--- config.mk ---
export PLATFORM = sky130hd
export DESIGN_NAME = fortressRenderer
export DESIGN_NICKNAME = d
export VERILOG_FILES = /design/src/common/screenPkg.sv /design/src/common/tilePkg.sv /design/src/design/fortressRenderer.sv /design/src/design/pixelShader.sv /design/src/fortressMap/mapRow.sv /design/src/fortressMap/tileAddressDecoder.sv
export VERILOG_INCLUDE_DIRS = /design/src /design/src/common
export SDC_FILE = /design/constraint.sdc
export NUM_CORES = 1
export LEC_CHECK = 0
export ABC_AREA = 1
export BUFFER_PORTS_ARGS = -buffer_cell sky130_fd_sc_hd__buf_4
export CAP_MARGIN = 20
export CORE_MARGIN = 1
export CORE_UTILIZATION = 45
export DETAILED_ROUTE_END_ITERATION = 12
export GPL_TIMING_DRIVEN = 0
export REMOVE_ABC_BUFFERS = 1
export SYNTH_ARGS = -nofsm -noshare
export SYNTH_HDL_FRONTEND = slang
export SYNTH_SLANG_ARGS = --single-unit
--- constraint.sdc ---
create_clock -name clk -period 1.74 [get_ports clk]
set_clock_uncertainty 0.1 [all_clocks]
set_input_delay 0.174 -clock clk [delete_from_list [all_inputs] [get_ports clk]]
set_output_delay 0.174 -clock clk [all_outputs]
set_load 0.01 [all_outputs]
--- src/common/fortress_config.svh ---
//////////////////////////////////////////////////
// fortress renderer constants
// screen and tile geometry, hit threshold, colours
//////////////////////////////////////////////////
`ifndef FORTRESS_CONFIG_SVH
`define FORTRESS_CONFIG_SVH

// 16x16 map of 32x32 pixel tiles
`define TILE_COUNT 16
`define TILE_BITS 4
`define PIXEL_BITS 5

// offsets come from the screen counters
`define OFFSET_BITS 11

// levels 0..2 are fortresses, 3 is the empty map
`define LEVEL_COUNT 4

// speed sum must be strictly above this to break a wall
`define HIT_THRESHOLD 500

`define TRANSPARENT_RGB 8'hFF
`define WALL_RGB 8'h00

`endif

--- src/common/screenPkg.sv ---
//////////////////////////////////////////////////
// screen geometry types
// offsets, tile and in-tile pixel indices, level
//////////////////////////////////////////////////
`default_nettype none

`include "fortress_config.svh"

package screenPkg;

  // offset from the top left corner of the fortress rectangle
  typedef logic [`OFFSET_BITS-1:0] offsetT;

  // offset bits 8..5 pick the tile
  typedef logic [`TILE_BITS-1:0] tileIdxT;

  // offset bits 4..0 pick the pixel inside the tile
  typedef logic [`PIXEL_BITS-1:0] pixelIdxT;

  typedef logic [$clog2(`LEVEL_COUNT)-1:0] levelT;

  // bird speed sum, same range as the offsets
  typedef logic [`OFFSET_BITS-1:0] speedT;

endpackage

`default_nettype wire

--- src/common/tilePkg.sv ---
//////////////////////////////////////////////////
// tile content: colour and map row types,
// level map tables and the wall sprite mask
//////////////////////////////////////////////////
`default_nettype none

`include "fortress_config.svh"

package tilePkg;
  import screenPkg::*;

  typedef logic [7:0] rgbT;

  // one wall-present bit per column, column 0 leftmost
  typedef logic [0:`TILE_COUNT-1] mapRowT;

  // built-in fortress maps, rows not listed are empty
  function automatic mapRowT levelRow(input levelT lvl, input tileIdxT row);
    mapRowT bits;
    bits = '0;
    case (lvl)
      2'd0: begin // small tower
        case (row)
          4'd10: bits = 16'b0000000001100000;
          4'd11, 4'd12: bits = 16'b0000000001000000;
          default: bits = '0;
        endcase
      end
      2'd1: begin // walled yard with battlements
        case (row)
          4'd7: bits = 16'b0000000001010100;
          4'd8, 4'd12: bits = 16'b0000000001111100;
          4'd9, 4'd10, 4'd11: bits = 16'b0000000001000100;
          default: bits = '0;
        endcase
      end
      2'd2: begin // twin towers
        case (row)
          4'd5: bits = 16'b0000000011000110;
          4'd6: bits = 16'b0000000011010110;
          4'd7, 4'd8, 4'd12: bits = 16'b0000000011111110;
          4'd9, 4'd10, 4'd11: bits = 16'b0000000011000110;
          default: bits = '0;
        endcase
      end
      default: bits = '0; // empty level
    endcase
    return bits;
  endfunction

  // 32x32 wall sprite, 1 where the brick outline is drawn
  function automatic logic wallSpriteBit(input pixelIdxT row, input pixelIdxT col);
    logic [0:31] rowBits;
    case (row)
      5'd0: rowBits = 32'h03E0_0000;
      5'd1: rowBits = 32'h07F0_0000;
      5'd2, 5'd3, 5'd4, 5'd5, 5'd6, 5'd7: rowBits = 32'h0618_0000;
      5'd8: rowBits = 32'h0630_0000;
      5'd9: rowBits = 32'h0660_0000;
      5'd10: rowBits = 32'h07C0_0000;
      5'd11: rowBits = 32'h0780_0000;
      5'd22: rowBits = 32'h0633_8000;
      5'd23, 5'd26, 5'd30, 5'd31: rowBits = 32'h0637_8000;
      5'd24: rowBits = 32'h0605_8000;
      5'd25: rowBits = 32'h0635_8000;
      5'd27, 5'd28, 5'd29: rowBits = 32'h0631_8000;
      default: rowBits = 32'h0600_0000; // plain stem, rows 12..21
    endcase
    return rowBits[col];
  endfunction

endpackage

`default_nettype wire

--- src/design/fortressRenderer.sv ---
//////////////////////////////////////////////////
// fortress renderer top
// address decoder, 16 map rows, pixel shader
//////////////////////////////////////////////////
`timescale 1ns/1ps
`default_nettype none

`include "fortress_config.svh"

module fortressRenderer
  import screenPkg::*;
  import tilePkg::*;
(
  input logic clk,
  input logic resetN,
  input offsetT offsetX,
  input offsetT offsetY,
  input logic insideRectangle,
  input levelT level,
  input speedT speedSum,
  input logic birdWallCollision,
  output rgbT rgbOut,
  output logic drawingRequest
);

  tileIdxT tileRow;
  tileIdxT tileCol;
  pixelIdxT pixelRow;
  pixelIdxT pixelCol;
  logic reload;
  levelT loadLevel;
  logic [`TILE_COUNT-1:0] eraseRow;
  mapRowT [0:`TILE_COUNT-1] rows;

  tileAddressDecoder uDecoder (
    .clk,
    .resetN,
    .offsetX,
    .offsetY,
    .level,
    .speedSum,
    .birdWallCollision,
    .tileRow,
    .tileCol,
    .pixelRow,
    .pixelCol,
    .reload,
    .loadLevel,
    .eraseRow
  );

  // one register row per map line
  for (genvar r = 0; r < `TILE_COUNT; r++) begin : gRow
    mapRow #(.rowIndex(r)) uRow (
      .clk,
      .resetN,
      .reload,
      .loadLevel,
      .erase(eraseRow[r]),
      .tileCol,
      .tiles(rows[r])
    );
  end

  pixelShader uShader (
    .clk,
    .resetN,
    .insideRectangle,
    .tileRow,
    .pixelRow,
    .pixelCol,
    .tileCol,
    .rows,
    .rgbOut,
    .drawingRequest
  );

endmodule

`default_nettype wire

--- src/design/pixelShader.sv ---
//////////////////////////////////////////////////
// pixel shader: row and tile select, sprite lookup,
// registered colour and drawing request
//////////////////////////////////////////////////
`timescale 1ns/1ps
`default_nettype none

`include "fortress_config.svh"

module pixelShader
  import screenPkg::*;
  import tilePkg::*;
(
  input logic clk,
  input logic resetN,
  input logic insideRectangle,
  input tileIdxT tileRow,
  input pixelIdxT pixelRow,
  input pixelIdxT pixelCol,
  input tileIdxT tileCol,
  input mapRowT [0:`TILE_COUNT-1] rows,
  output rgbT rgbOut,
  output logic drawingRequest
);

  mapRowT curRow;
  logic tilePresent;
  logic spriteBit;
  rgbT nextRgb;

  assign curRow = rows[tileRow];
  assign tilePresent = curRow[tileCol];
  assign spriteBit = wallSpriteBit(pixelRow, pixelCol);

  // only a present tile with a set mask bit is painted
  assign nextRgb = (insideRectangle && tilePresent && spriteBit) ?
                   rgbT'(`WALL_RGB) : rgbT'(`TRANSPARENT_RGB);

  always_ff @(posedge clk or negedge resetN) begin
    if (!resetN) begin
      rgbOut <= rgbT'(`TRANSPARENT_RGB);
    end else begin
      rgbOut <= nextRgb;
    end
  end

  assign drawingRequest = (rgbOut != rgbT'(`TRANSPARENT_RGB)); // follows the registered pixel

endmodule

`default_nettype wire

--- src/fortressMap/mapRow.sv ---
//////////////////////////////////////////////////
// map row: 16 wall-present bits
// with level reload and single-tile erase
//////////////////////////////////////////////////
`timescale 1ns/1ps
`default_nettype none

module mapRow
  import screenPkg::*;
  import tilePkg::*;
#(
  parameter int rowIndex = 0
)
(
  input logic clk,
  input logic resetN,
  input logic reload,
  input levelT loadLevel,
  input logic erase,
  input tileIdxT tileCol,
  output mapRowT tiles
);

  localparam tileIdxT thisRow = tileIdxT'(rowIndex);

  always_ff @(posedge clk or negedge resetN) begin
    if (!resetN) begin
      tiles <= levelRow('0, thisRow); // level 0 after reset
    end else if (reload) begin
      tiles <= levelRow(loadLevel, thisRow);
    end else if (erase) begin
      tiles[tileCol] <= 1'b0; // wall broken by the bird
    end
  end

endmodule

`default_nettype wire

--- src/fortressMap/tileAddressDecoder.sv ---
//////////////////////////////////////////////////
// tile address decoder: offset split, loaded level,
// reload strobe and one-hot row erase
//////////////////////////////////////////////////
`timescale 1ns/1ps
`default_nettype none

`include "fortress_config.svh"

module tileAddressDecoder
  import screenPkg::*;
(
  input logic clk,
  input logic resetN,
  input offsetT offsetX,
  input offsetT offsetY,
  input levelT level,
  input speedT speedSum,
  input logic birdWallCollision,
  output tileIdxT tileRow,
  output tileIdxT tileCol,
  output pixelIdxT pixelRow,
  output pixelIdxT pixelCol,
  output logic reload,
  output levelT loadLevel,
  output logic [`TILE_COUNT-1:0] eraseRow
);

  levelT loadedLevel;
  logic hit;

  assign tileRow = offsetY[`TILE_BITS+`PIXEL_BITS-1:`PIXEL_BITS];
  assign tileCol = offsetX[`TILE_BITS+`PIXEL_BITS-1:`PIXEL_BITS];
  assign pixelRow = offsetY[`PIXEL_BITS-1:0];
  assign pixelCol = offsetX[`PIXEL_BITS-1:0];

  // rows take the new map on the same edge the level is registered
  assign reload = (level != loadedLevel);
  assign loadLevel = level;

  always_ff @(posedge clk or negedge resetN) begin
    if (!resetN) begin
      loadedLevel <= '0;
    end else if (reload) begin
      loadedLevel <= level;
    end
  end

  // a fresh map wins over a wall hit on the same edge
  assign hit = birdWallCollision && (speedSum > speedT'(`HIT_THRESHOLD)) && !reload;
  assign eraseRow = hit ? (`TILE_COUNT'(1) << tileRow) : '0;

endmodule

`default_nettype wire

==> impl_metrics.csv, run 1 <==
group,metric,value,unit
status,status,"finished, violations left",
status,violated_checks,"negative setup slack",
timing,fin_crit,2.27,ns
logic_synthesis,netlist_top_cells_count,"sky130_fd_sc_hd__nand2_1, sky130_fd_sc_hd__dfrtp_1, sky130_fd_sc_hd__inv_1",
placement,pre_cts_ws,-1.94,ns
final_layout,proportion_of_layout_cells_with_a_drive_suffix_above_1,27.4,%
drt,drtPass1Iterations,7,
drt,route.vias.total,12041,
power_and_ir_drop,power_density_over_the_cells,852,nW/um2
logic_synthesis,synth.ff_latch_count,259,
power_and_ir_drop,max-vdd-ir-drop,0.736,mV
clock_tree,clock_insertion_delay_worst_skew,0.56,ns
die,ios,48,
setup_path,crit_path_cell_trace,"or2_4 -> nand3_4 -> inv_8 -> buf_16 -> nand3_4 -> nor2_8 -> buf_12 -> nand2_4 -> clkinvlp_4 -> buf_4 -> a21oi_1",
logic_synthesis,yosys.cell_count.top_type,"sky130_fd_sc_hd__nand2_1",
timing,report.final.setup_viol,257,
logic_synthesis,avgSynthCellArea,7.67,um2
setup_path,required_arrival_time_at_the_worst_endpoint,2.12,ns
grt,grt_use_total,30.9,%
die,placementRows,61,
placement,buffers_on_ports,43,
setup_path,reg2reg_depth,11,
grt,grt_max_degree,109,
timing,timing.final.crit_share,130,%
clock_tree,numCtsBuffers,29,
setup_path,worst_setup_path_start_kind,"register",
logic_synthesis,netlist_top_cells_area,"sky130_fd_sc_hd__dfrtp_1, sky130_fd_sc_hd__nand2_1, sky130_fd_sc_hd__inv_1",
timing,timing.max_slew.rel_slack,29.4,%
run,count_of_maximum_capacitance_violations,0,
placement,hpwl,25.1,mm
drt,antenna_left,0,
setup_path,worst_path_maximum_fanout,6,
setup_path,element_type_at_the_critical_path_end,"register",
grt,number_of_antenna_violations_at_the_first_check_in_global_routing,0,
drt,drt_first_iter_violations,1151,
placement,gpl.final_weighted_congestion,0.888,
setup_path,slowest_delay,0.41,ns
logic_synthesis,count_of_flip_flops_with_a_built_in_enable_after_synthesis,0,
die,floorplan.initialDensity,46.2,%
drt,remaining_drc_errors,0,
setup_path,worst-setup-path-type,"reg2reg",
logic_synthesis,synthDominantAreaCellType,"sky130_fd_sc_hd__dfrtp_1",
final_layout,final-seq-area,6490,um2
min_path,holdCritPathClass,"in2async",
setup_path,cp_data_arrival_time,2.65,ns
logic_synthesis,post_synthesis_async_set_or_reset_flop_share,100,%
grt,number_of_global_route_vias_before_repair,11561,
logic_synthesis,syn-instance-count,1693,
timing,maxSlewViolCount,0,
logic_synthesis,ys_types,40,
logic_synthesis,synth-seq-area-share,50.0,%
setup_path,crit_slowest_cell,"sky130_fd_sc_hd__dfrtp_1",
clock_tree,worst_setup_hold_path_clk_slew,0.06,ns
timing,worst-slew-pin-transition,1.05,ns
clock_tree,cts_tree,"built",
drt,wl,45.0,mm
grt,globalRouteOverflowTotal,0,
logic_synthesis,ys_warn_count,0,
logic_synthesis,top_area_cell_type_share_of_the_netlist_area,49.0,%
drt,avgRoutedWirePerCell,20.6,um
clock_tree,clockRootBuffer,"sky130_fd_sc_hd__clkbuf_16",
drt,via_per_inst,5.52,
power_and_ir_drop,leakagePower,8.06,nW
final_layout,layout.filler_cells,2448,
final_layout,multi_input_comb_area,6630,um2
final_layout,layout-area-overhead-vs-synth,32.7,%
timing,final.setup.tns,-103.97,ns
timing,timing_hold_violations_final,0,
timing,fmax,441,MHz
final_layout,antenna_diode_instance_count,0,
logic_synthesis,synth_area,13000,um2
clock_tree,max-clock-path-buffers,3,
grt,grt_first_pass_wirelength,67.9,mm
die,design.die.area,29500,um2
setup_path,r2r-end,"gRow[4].uRow.tiles[15]",
logic_synthesis,postSynth.topFlopCell,"sky130_fd_sc_hd__dfrtp_1",
die,core_area,28100,um2
final_layout,num-nets-final,1826,
die,die_w,172,um
setup_path,crit_path_frequent_cell,"sky130_fd_sc_hd__nand3_4",
die,dieHeight,172,um
timing,grt_setup_unrepaired,"yes",
setup_path,rrSetupSlack,-0.53,ns
clock_tree,cts.sinks,259,
clock_tree,htree_levels,1,
timing,finalWorstSetupSlack,-0.528,ns
setup_path,critical_path.reg2reg.startpoint,"uDecoder.loadedLevel[1]",
[cell usage in the layout (no fill, tap or decap), drive strengths merged, types with 7 or more instances in the layout]
| master | n |
|---|---|
| clkinvlp | 10 |
| clkinv | 15 |
| nand3 | 121 |
| dlygate4sd3 | 7 |
| inv | 205 |
| ha | 7 |
| nor2 | 158 |
| nand2 | 536 |
| buf | 130 |
| o211ai | 41 |
| a21boi | 63 |
| nand4 | 8 |
| o21ai | 92 |
| a21oi | 91 |
| dfrtp | 254 |
| clkbuf | 39 |
[flip-flops by register name, indices dropped and copies added (netlist names)]
signal / cells
gRow.uRow.tiles: 256
uDecoder.loadedLevel: 2
uShader.rgbOut: 1
[metal layers]
| metal | global-route usage [%] | vias up | part of all wire, % |
|---|---|---|---|
| met5 | 0 | - | 0 |
| met4 | 10.5 | 0 | 4.3 |
| met3 | 4.95 | 125 | 8.0 |
| met2 | 49.0 | 530 | 45 |
| met1 | 42.9 | 5840 | 43 |
| li1 | - | 5546 | - |
[timing repair]
action / 4_1_cts / 5_1_grt
hold endpoints to repair: 158 / 0
setup buffers: 49 / 26
cloned: 9 / 3
hold buffers: 7 / 0
pin swaps: 54 / 87
endpoints found under the setup margin: 257 / 364
gates resized for setup: 327 / 223
[per-stage QoR]
stage          hold WS [ns]  instance area, um2  power (mW)  util, %  instances
3_3_place_gp          0.216               13300        7.77     47.4       2024
5_1_grt              0.0583               17200        15.1     61.3       2181
6_report            0.00703               17200        14.7     61.3       2181
4_1_cts              0.0137               16200        14.4     57.6       2155
3_5_place_dp         0.0133               13600        7.85     48.2       2037
2_1_floorplan        -0.222               12500        7.05        -       1603
[logic make-up (layout without fill, tap and decap cells)]
kind of cell,count (synthesis),in the layout,share of synthesized area (%)
and+or+nand+nor,824,826,25.8
DFF,259,259,50.0
adders and majority gates,7,7,0.675
buffers and inverters,303,411,9.68
AOI/OAI and AO/OA,299,299,13.8
xor gates and xnor gates,1,1,0.0675
[where the power goes]
part           leakage [nW]  internal [mW]  switching (mW)
combinational          4.05          0.740            1.51
clock                 0.475           3.52            2.58
sequential             3.53           6.20           0.108
[layout make-up]
type / instances / share of cell area [%]
Multi-Input combinational cell: 1133 / 38.5
Sequential cell: 259 / 37.7
Timing Repair Buffer: 142 / 10.1
Inverter: 213 / 5.46
Clock buffer: 37 / 4.62
Tap cell: 378 / 2.75
Clock inverter: 17 / 0.843
Timing Repair inverter: 2 / 0.0872
[how the worst max path moves through the flow]
stage,start,end,slack (ns),cells past startpoint
finish,uDecoder.loadedLevel[1],gRow[4].uRow.tiles[15],-0.53,11
global route,uDecoder.loadedLevel[0],gRow[1].uRow.tiles[1],-0.57,13
CTS,uDecoder.loadedLevel[0],gRow[3].uRow.tiles[0],-0.51,13
detailed placement,uDecoder.loadedLevel[0],gRow[8].uRow.tiles[5],-1.94,11
global placement,uDecoder.loadedLevel[0],gRow[3].uRow.tiles[7],-3.89,8
floorplan,uDecoder.loadedLevel[0],gRow[14].uRow.tiles[1],-1.62,8
[critical path, delay by kind of cell (launching register included)]
kind	cells	cell delay, ns
flops	1	0.41
compound gates	1	0.11
simple gates	5	0.74
buf+inv	5	0.80
Note: power is estimated with default switching activity, not from simulation.
==> run 2, diff against run 1 <==
--- a/config.mk
+++ b/config.mk
@@ -13,7 +13,6 @@
 export CORE_UTILIZATION = 45
 export DETAILED_ROUTE_END_ITERATION = 12
 export GPL_TIMING_DRIVEN = 0
-export REMOVE_ABC_BUFFERS = 1
 export SYNTH_ARGS = -nofsm -noshare
 export SYNTH_HDL_FRONTEND = slang
 export SYNTH_SLANG_ARGS = --single-unit
==> constraint.sdc (replaced) <==
create_clock -name clk -period 2 [get_ports clk]
set_clock_uncertainty 0.1 [all_clocks]
set_input_delay 0.2 -clock clk [delete_from_list [all_inputs] [get_ports clk]]
set_output_delay 0.2 -clock clk [all_outputs]
set_load 0.01 [all_outputs]
==> run 2 against run 1 <==
The run still ends with negative setup slack left. Non-clock buffer count up 54. Via count up 6.3%. Flip-flop and latch count unchanged. Sequential share of layout area up 1.3 points. Global-route usage up 6.2 points. Combinational power down 14%. Register-to-register slack better by 0.38 ns. Final cell count up 2.2%. Core utilization down 2.0 points. Critical path depth up 3. Critical endpoint is now uShader.rgbOut[6].
==> impl_metrics.csv, run 2 (synthesis results as in run 1) <==
group,metric,value,unit
status,status,"finished, violations left",
status,violated_checks,"negative setup slack",
die,ios,48,
min_path,holdCritStartpoint,"level[0]",
final_layout,antenna_diode_instance_count,0,
setup_path,worst_path_maximum_fanout,10,
drt,route.vias.total,12805,
setup_path,worst-setup-path-type,"in2reg",
clock_tree,cts.sinks,259,
grt,grt_use_total,37.1,%
setup_path,required_arrival_time_at_the_worst_endpoint,2.39,ns
setup_path,element_type_at_the_critical_path_end,"register",
timing,fin_crit,2.16,ns
grt,grt_first_pass_wirelength,78.2,mm
placement,buffers_on_ports,40,
setup_path,critical_path.reg2reg.startpoint,"uDecoder.loadedLevel[0]",
final_layout,largest_register,"gRow.uRow.tiles",
timing,report.final.setup_viol,160,
final_layout,layout.filler_cells,2649,
power_and_ir_drop,max-vdd-ir-drop,0.627,mV
power_and_ir_drop,share_of_total_power_consumed_by_net_switching,28.0,%
timing,worst-slew-pin-transition,1.05,ns
final_layout,final_common_cell,"sky130_fd_sc_hd__nand2_1",
timing,grt_setup_unrepaired,"yes",
drt,via_per_inst,5.74,
power_and_ir_drop,net-switching-power,3.72,mW
setup_path,cp_data_arrival_time,2.54,ns
drt,avgRoutedWirePerCell,24.4,um
timing,finalWorstSetupSlack,-0.155,ns
grt,globalRouteOverflowTotal,0,
timing,timing_hold_violations_final,0,
clock_tree,numCtsBuffers,29,
clock_tree,htree_levels,1,
grt,grt_max_degree,114,
clock_tree,max-clock-path-buffers,3,
die,floorplan.initialDensity,46.2,%
power_and_ir_drop,totalPowerFinal,13.3,mW
drt,drt_first_iter_violations,1479,
drt,drtPass1Iterations,5,
final_layout,layout_top_registers,"gRow.uRow.tiles x256, uDecoder.loadedLevel x2, uShader.rgbOut x1",
drt,remaining_drc_errors,0,
die,design.die.area,29500,um2
power_and_ir_drop,leakagePower,7.97,nW
timing,timing.final.crit_share,108,%
die,dieHeight,172,um
setup_path,reg2reg_depth,10,
min_path,holdCritPathClass,"in2reg",
power_and_ir_drop,power.share.clock,43.9,%
drt,wl,54.4,mm
placement,gpl.final_weighted_congestion,1.02,
grt,number_of_antenna_violations_at_the_first_check_in_global_routing,1,
power_and_ir_drop,p_int,9.54,mW
timing,maxSlewViolCount,0,
timing,fmax,464,MHz
final_layout,num-nets-final,1878,
grt,number_of_global_route_vias_before_repair,11910,
die,placementRows,61,
die,core_area,28100,um2
final_layout,layout-area-overhead-vs-synth,28.3,%
die,die_w,172,um
setup_path,r2r-end,"gRow[13].uRow.tiles[3]",
setup_path,worst_setup_path_start_kind,"input pin",
clock_tree,cts_tree,"built",
clock_tree,worst_setup_hold_path_clk_slew,0.06,ns
run,count_of_maximum_capacitance_violations,0,
setup_path,rrSetupSlack,-0.15,ns
placement,post_dp_cell_area,13800,um2
clock_tree,clockRootBuffer,"sky130_fd_sc_hd__clkbuf_16",
min_path,worst_hold_path.num_cells,5,
power_and_ir_drop,pwr-share-seq,41.5,%
min_path,hold_path_end,"gRow[10].uRow.tiles[5]",
final_layout,largest_register_ffs,256,
power_and_ir_drop,power_density_over_the_cells,796,nW/um2
drt,antenna_left,0,
final_layout,finalInstanceArea,16600,um2
final_layout,proportion_of_layout_cells_with_a_drive_suffix_above_1,20.5,%
power_and_ir_drop,share_comb_of_total_power,14.7,%
placement,hpwl,35.9,mm
clock_tree,clock_insertion_delay_worst_skew,0.56,ns
timing,timing.max_slew.rel_slack,29.8,%
final_layout,most-common-layout-cells,"sky130_fd_sc_hd__nand2_1, sky130_fd_sc_hd__dfrtp_1, sky130_fd_sc_hd__inv_1, sky130_fd_sc_hd__nor2_1, sky130_fd_sc_hd__nand3_1",
logic_synthesis,synth.net_count,1739,
==> run 2: repair_timing <==
item,CTS,global route
hold buffers,8,0
pin swaps,9,42
endpoints found under the setup margin,251,255
resized for setup,219,190
hold endpoints to repair,101,0
gates cloned,8,5
setup buffers,28,20
==> run 2: worst max-delay path by stage <==
stage | startpoint | to | slack (ns) | cells past startpoint
final | offsetY[6] | uShader.rgbOut[6] | -0.16 | 14
after global routing | uDecoder.loadedLevel[0] | gRow[13].uRow.tiles[3] | -0.22 | 10
after CTS | uDecoder.loadedLevel[0] | gRow[12].uRow.tiles[3] | -0.23 | 11
after detailed placement | offsetX[5] | gRow[0].uRow.tiles[11] | -0.90 | 7
after global placement | resetN | gRow[9].uRow.tiles[7] | -1.66 | 1
after floorplan | uDecoder.loadedLevel[0] | gRow[15].uRow.tiles[4] | 0.24 | 9
==> run 2: area by class of cell <==
| class | instances | area (um2) | area share, % |
|---|---|---|---|
| inverters | 213 | 888 | 5.34 |
| well taps | 378 | 473 | 2.84 |
| clock inverters | 9 | 170 | 1.02 |
| clock buffers | 42 | 855 | 5.13 |
| plain buffers | 89 | 614 | 3.69 |
| repair buffers | 107 | 1150 | 6.94 |
| flip-flops and latches | 259 | 6490 | 39.0 |
| multi-input cells | 1133 | 6010 | 36.1 |
==> run 2: worst max-delay path: stages <==
cell and delay (ns):
sky130_fd_sc_hd__buf_4 0.17, sky130_fd_sc_hd__inv_4 0.11, sky130_fd_sc_hd__clkdlybuf4s15_1 0.62, sky130_fd_sc_hd__nand2_1 0.36
sky130_fd_sc_hd__nand3_1 0.11, sky130_fd_sc_hd__nand3_1 0.16, sky130_fd_sc_hd__nand2_1 0.09, sky130_fd_sc_hd__nand2_1 0.06
sky130_fd_sc_hd__nand2_1 0.05, sky130_fd_sc_hd__nor2_1 0.08, sky130_fd_sc_hd__nor2_1 0.04, sky130_fd_sc_hd__nor2_1 0.18
sky130_fd_sc_hd__nand2_1 0.18, sky130_fd_sc_hd__nand2_1 0.10
==> run 2: metal layers <==
metal	global-route usage (%)	up-vias	wire (um)
li1	-	5657	-
met1	51.7	6250	22400
met2	55.4	710	23300
met3	8.47	186	6060
met4	15.4	2	2630
met5	0	-	14
==> run 2: power groups by stage <==
stage	registers, mW	clock network, mW	logic, mW
detailed placement	5.56	0	1.44
global placement	5.56	0	1.42
floorplan	5.54	0	0.712
global route	5.51	6.02	2.03
CTS	5.47	5.83	1.67
finish	5.50	5.82	1.94
==> run 2: per-stage QoR <==
step	instances	util (%)	setup TNS, ns	setup WS [ns]	hold slack [ns]
2_1_floorplan	1693	-	0	0.241	-0.196
3_3_place_gp	2111	49.0	-510.77	-1.66	0.316
3_5_place_dp	2113	49.2	-99.37	-0.901	0.0715
5_1_grt	2230	59.3	-27.92	-0.216	0.0670
6_report	2230	59.3	-10.41	-0.155	0.0177
4_1_cts	2207	56.5	-18.35	-0.225	0.00158
==> run 3, diff against run 2 <==
--- a/config.mk
+++ b/config.mk
@@ -9,10 +9,13 @@
 export ABC_AREA = 1
 export BUFFER_PORTS_ARGS = -buffer_cell sky130_fd_sc_hd__buf_4
 export CAP_MARGIN = 20
+export CELL_PAD_IN_SITES_DETAIL_PLACEMENT = 2
+export CELL_PAD_IN_SITES_GLOBAL_PLACEMENT = 2
 export CORE_MARGIN = 1
-export CORE_UTILIZATION = 45
+export CORE_UTILIZATION = 33
 export DETAILED_ROUTE_END_ITERATION = 12
 export GPL_TIMING_DRIVEN = 0
+export PLACE_DENSITY_LB_ADDON = 0.1
 export SYNTH_ARGS = -nofsm -noshare
 export SYNTH_HDL_FRONTEND = slang
 export SYNTH_SLANG_ARGS = --single-unit
==> run 3 against run 2 <==
The flow finishes with violations (negative hold slack, negative setup slack). Total power up 3.7%. Die area up 36%. Sequential share of layout area down 3.8 points.
==> impl_metrics.csv, run 3 (synthesis results as in run 1) <==
group,metric,value,unit
clock_tree,cts_tree,"built",
grt,grt_max_degree,103,
clock_tree,max-clock-path-buffers,3,
timing,timing.final.crit_share,116,%
clock_tree,numCtsBuffers,31,
power_and_ir_drop,power.share.clock,42.0,%
min_path,holdCritPathClass,"in2reg",
drt,wl,76.9,mm
placement,hpwl,44.3,mm
timing,fin_crit,2.32,ns
drt,drtPass1Iterations,6,
drt,route.vias.total,14116,
final_layout,largest_register_ffs,256,
setup_path,slowest_delay,0.39,ns
drt,avgRoutedWirePerCell,31.9,um
run,count_of_maximum_capacitance_violations,0,
clock_tree,htree_levels,1,
setup_path,element_type_at_the_critical_path_end,"register",
drt,wl_met2,34.7,mm
power_and_ir_drop,leakagePower,8.54,nW
clock_tree,clockRootBuffer,"sky130_fd_sc_hd__clkbuf_16",
timing,grt_setup_unrepaired,"yes",
timing,maxSlewViolCount,0,
drt,remaining_drc_errors,0,
final_layout,proportion_of_layout_cells_with_a_drive_suffix_above_1,32.5,%
drt,met3RoutedLength,6.45,mm
setup_path,cp_top_family,"simple AND/OR/NAND/NOR gates",
setup_path,worst_path_maximum_fanout,6,
die,die_w,200,um
timing,timing_hold_violations_final,1,
die,dieHeight,200,um
die,ios,48,
final_layout,largest_register,"gRow.uRow.tiles",
timing,report.final.setup_viol,249,
power_and_ir_drop,power_density_over_the_cells,744,nW/um2
die,core_area,38700,um2
clock_tree,worst_setup_hold_path_clk_slew,0.06,ns
setup_path,required_arrival_time_at_the_worst_endpoint,2.40,ns
final_layout,layout_top_registers,"gRow.uRow.tiles x256, uDecoder.loadedLevel x2, uShader.rgbOut x1",
final_layout,antenna_diode_instance_count,0,
timing,timing.max_slew.rel_slack,18.5,%
die,placementRows,72,
timing,worst-slew-pin-transition,1.22,ns
setup_path,cp_num_buf_inv,4,
drt,antenna_left,0,
timing,finalWorstSetupSlack,-0.323,ns
die,design.die.area,40100,um2
timing,fmax,431,MHz
final_layout,layout-area-overhead-vs-synth,42.3,%
final_layout,most-common-layout-cells,"sky130_fd_sc_hd__nand2_1, sky130_fd_sc_hd__dfrtp_1, sky130_fd_sc_hd__inv_1, sky130_fd_sc_hd__nor2_1, sky130_fd_sc_hd__nand3_1",
clock_tree,clock_insertion_delay_worst_skew,0.61,ns
final_layout,postLayoutCoreUtil,47.7,%
grt,grt_first_pass_wirelength,101,mm
placement,buffers_on_ports,40,
power_and_ir_drop,p_int,9.43,mW
die,floorplan.initialDensity,33.5,%
power_and_ir_drop,net-switching-power,4.32,mW
clock_tree,cts.sinks,259,
drt,routed.top_layer,"met5",
grt,grt_use_total,34.8,%
logic_synthesis,synth.net_count,1739,
power_and_ir_drop,pwr-share-seq,40.2,%
grt,globalRouteOverflowTotal,0,
setup_path,crit_slowest_cell,"sky130_fd_sc_hd__dfrtp_1",
setup_path,worst-setup-path-type,"reg2reg",
status,status,"finished, violations left",
final_layout,final_common_cell,"sky130_fd_sc_hd__nand2_1",
drt,via_per_inst,5.85,
final_layout,layout.filler_cells,4202,
setup_path,worst_setup_path_start_kind,"register",
setup_path,crit_path_cell_trace,"xnor2_2 -> nand3_4 -> clkinv_4 -> nand3_4 -> nor2_4 -> buf_6 -> inv_8 -> nor2_4 -> buf_12 -> nand2_2 -> a21oi_2",
final_layout,num-nets-final,1921,
power_and_ir_drop,max-vdd-ir-drop,0.741,mV
grt,number_of_antenna_violations_at_the_first_check_in_global_routing,3,
drt,m1WireLength,30.5,mm
timing,hold_slack,-0.0588,ns
drt,drt_first_iter_violations,1208,
power_and_ir_drop,share_of_total_power_consumed_by_net_switching,31.4,%
grt,number_of_global_route_vias_before_repair,14537,
status,violated_checks,"negative hold slack, negative setup slack",
placement,gpl.final_weighted_congestion,0.912,
power_and_ir_drop,share_comb_of_total_power,17.8,%
setup_path,cp_data_arrival_time,2.73,ns
==> run 3: metal layers <==
| layer | vias up | track usage, % |
|---|---|---|
| li1 | 5731 | - |
| met1 | 7341 | 47.4 |
| met2 | 756 | 53.8 |
| met3 | 284 | 5.65 |
| met4 | 4 | 16.5 |
| met5 | - | 0 |
==> run 3: final timing paths <==
kind	from	to	slack [ns]	cells past startpoint
worst min-delay path	level[1]	gRow[10].uRow.tiles[5]	-0.06	5
worst max-delay path	uDecoder.loadedLevel[0]	gRow[13].uRow.tiles[0]	-0.32	11
min in group asynchronous	resetN	gRow[14].uRow.tiles[8]	0.13	2
max in group asynchronous	resetN	gRow[8].uRow.tiles[7]	0.62	3
worst max register to register	uDecoder.loadedLevel[0]	gRow[13].uRow.tiles[0]	-0.32	11
worst min register to register	gRow[10].uRow.tiles[5]	gRow[10].uRow.tiles[5]	0.37	2
==> run 3: per-stage QoR <==
step	TNS, ns	instances	total power [mW]	area (um2)	setup slack, ns
finish	-35.21	2411	13.7	18500	-0.323
global route	-40.32	2411	14.0	18500	-0.304
CTS	-45.45	2381	13.2	17100	-0.266
detailed placement	-156.37	2254	7.12	14000	-1.53
global placement	-607.70	2251	7.07	13900	-1.85
floorplan	0	1693	6.25	13000	0.241
==> run 3: power groups by stage <==
stage	Sequential [mW]	Combinational [mW]	Clock [mW]
detailed placement	5.57	1.56	0
finish	5.52	2.45	5.77
floorplan	5.54	0.712	0
global route	5.54	2.52	5.94
CTS	5.48	2.02	5.70
global placement	5.56	1.51	0
==> run 3: tightest hold or removal path, stage by stage <==
cell	delay [ns]
sky130_fd_sc_hd__buf_4	0.10
sky130_fd_sc_hd__inv_2	0.04
sky130_fd_sc_hd__ha_1	0.16
sky130_fd_sc_hd__nand2_1	0.06
sky130_fd_sc_hd__nand2_1	0.05
==> run 3: timing repair <==
action,CTS,global route
endpoints found under the setup margin,255,255
setup buffers,54,31
endpoints found under the hold margin,91,1
hold buffers,8,1
gates cloned,14,1
gates resized for setup,413,343
pin swaps,54,98
==> run 3: cell type report <==
type | count | area [um2] | area share (%)
timing repair buffer | 149 | 1830 | 9.90
clock buffer | 47 | 896 | 4.85
multi-input combinational | 1131 | 6850 | 37.1
buffer | 90 | 749 | 4.06
clock inverter | 4 | 70.1 | 0.379
tap | 518 | 648 | 3.51
inverter | 213 | 933 | 5.05
sequential | 259 | 6490 | 35.1
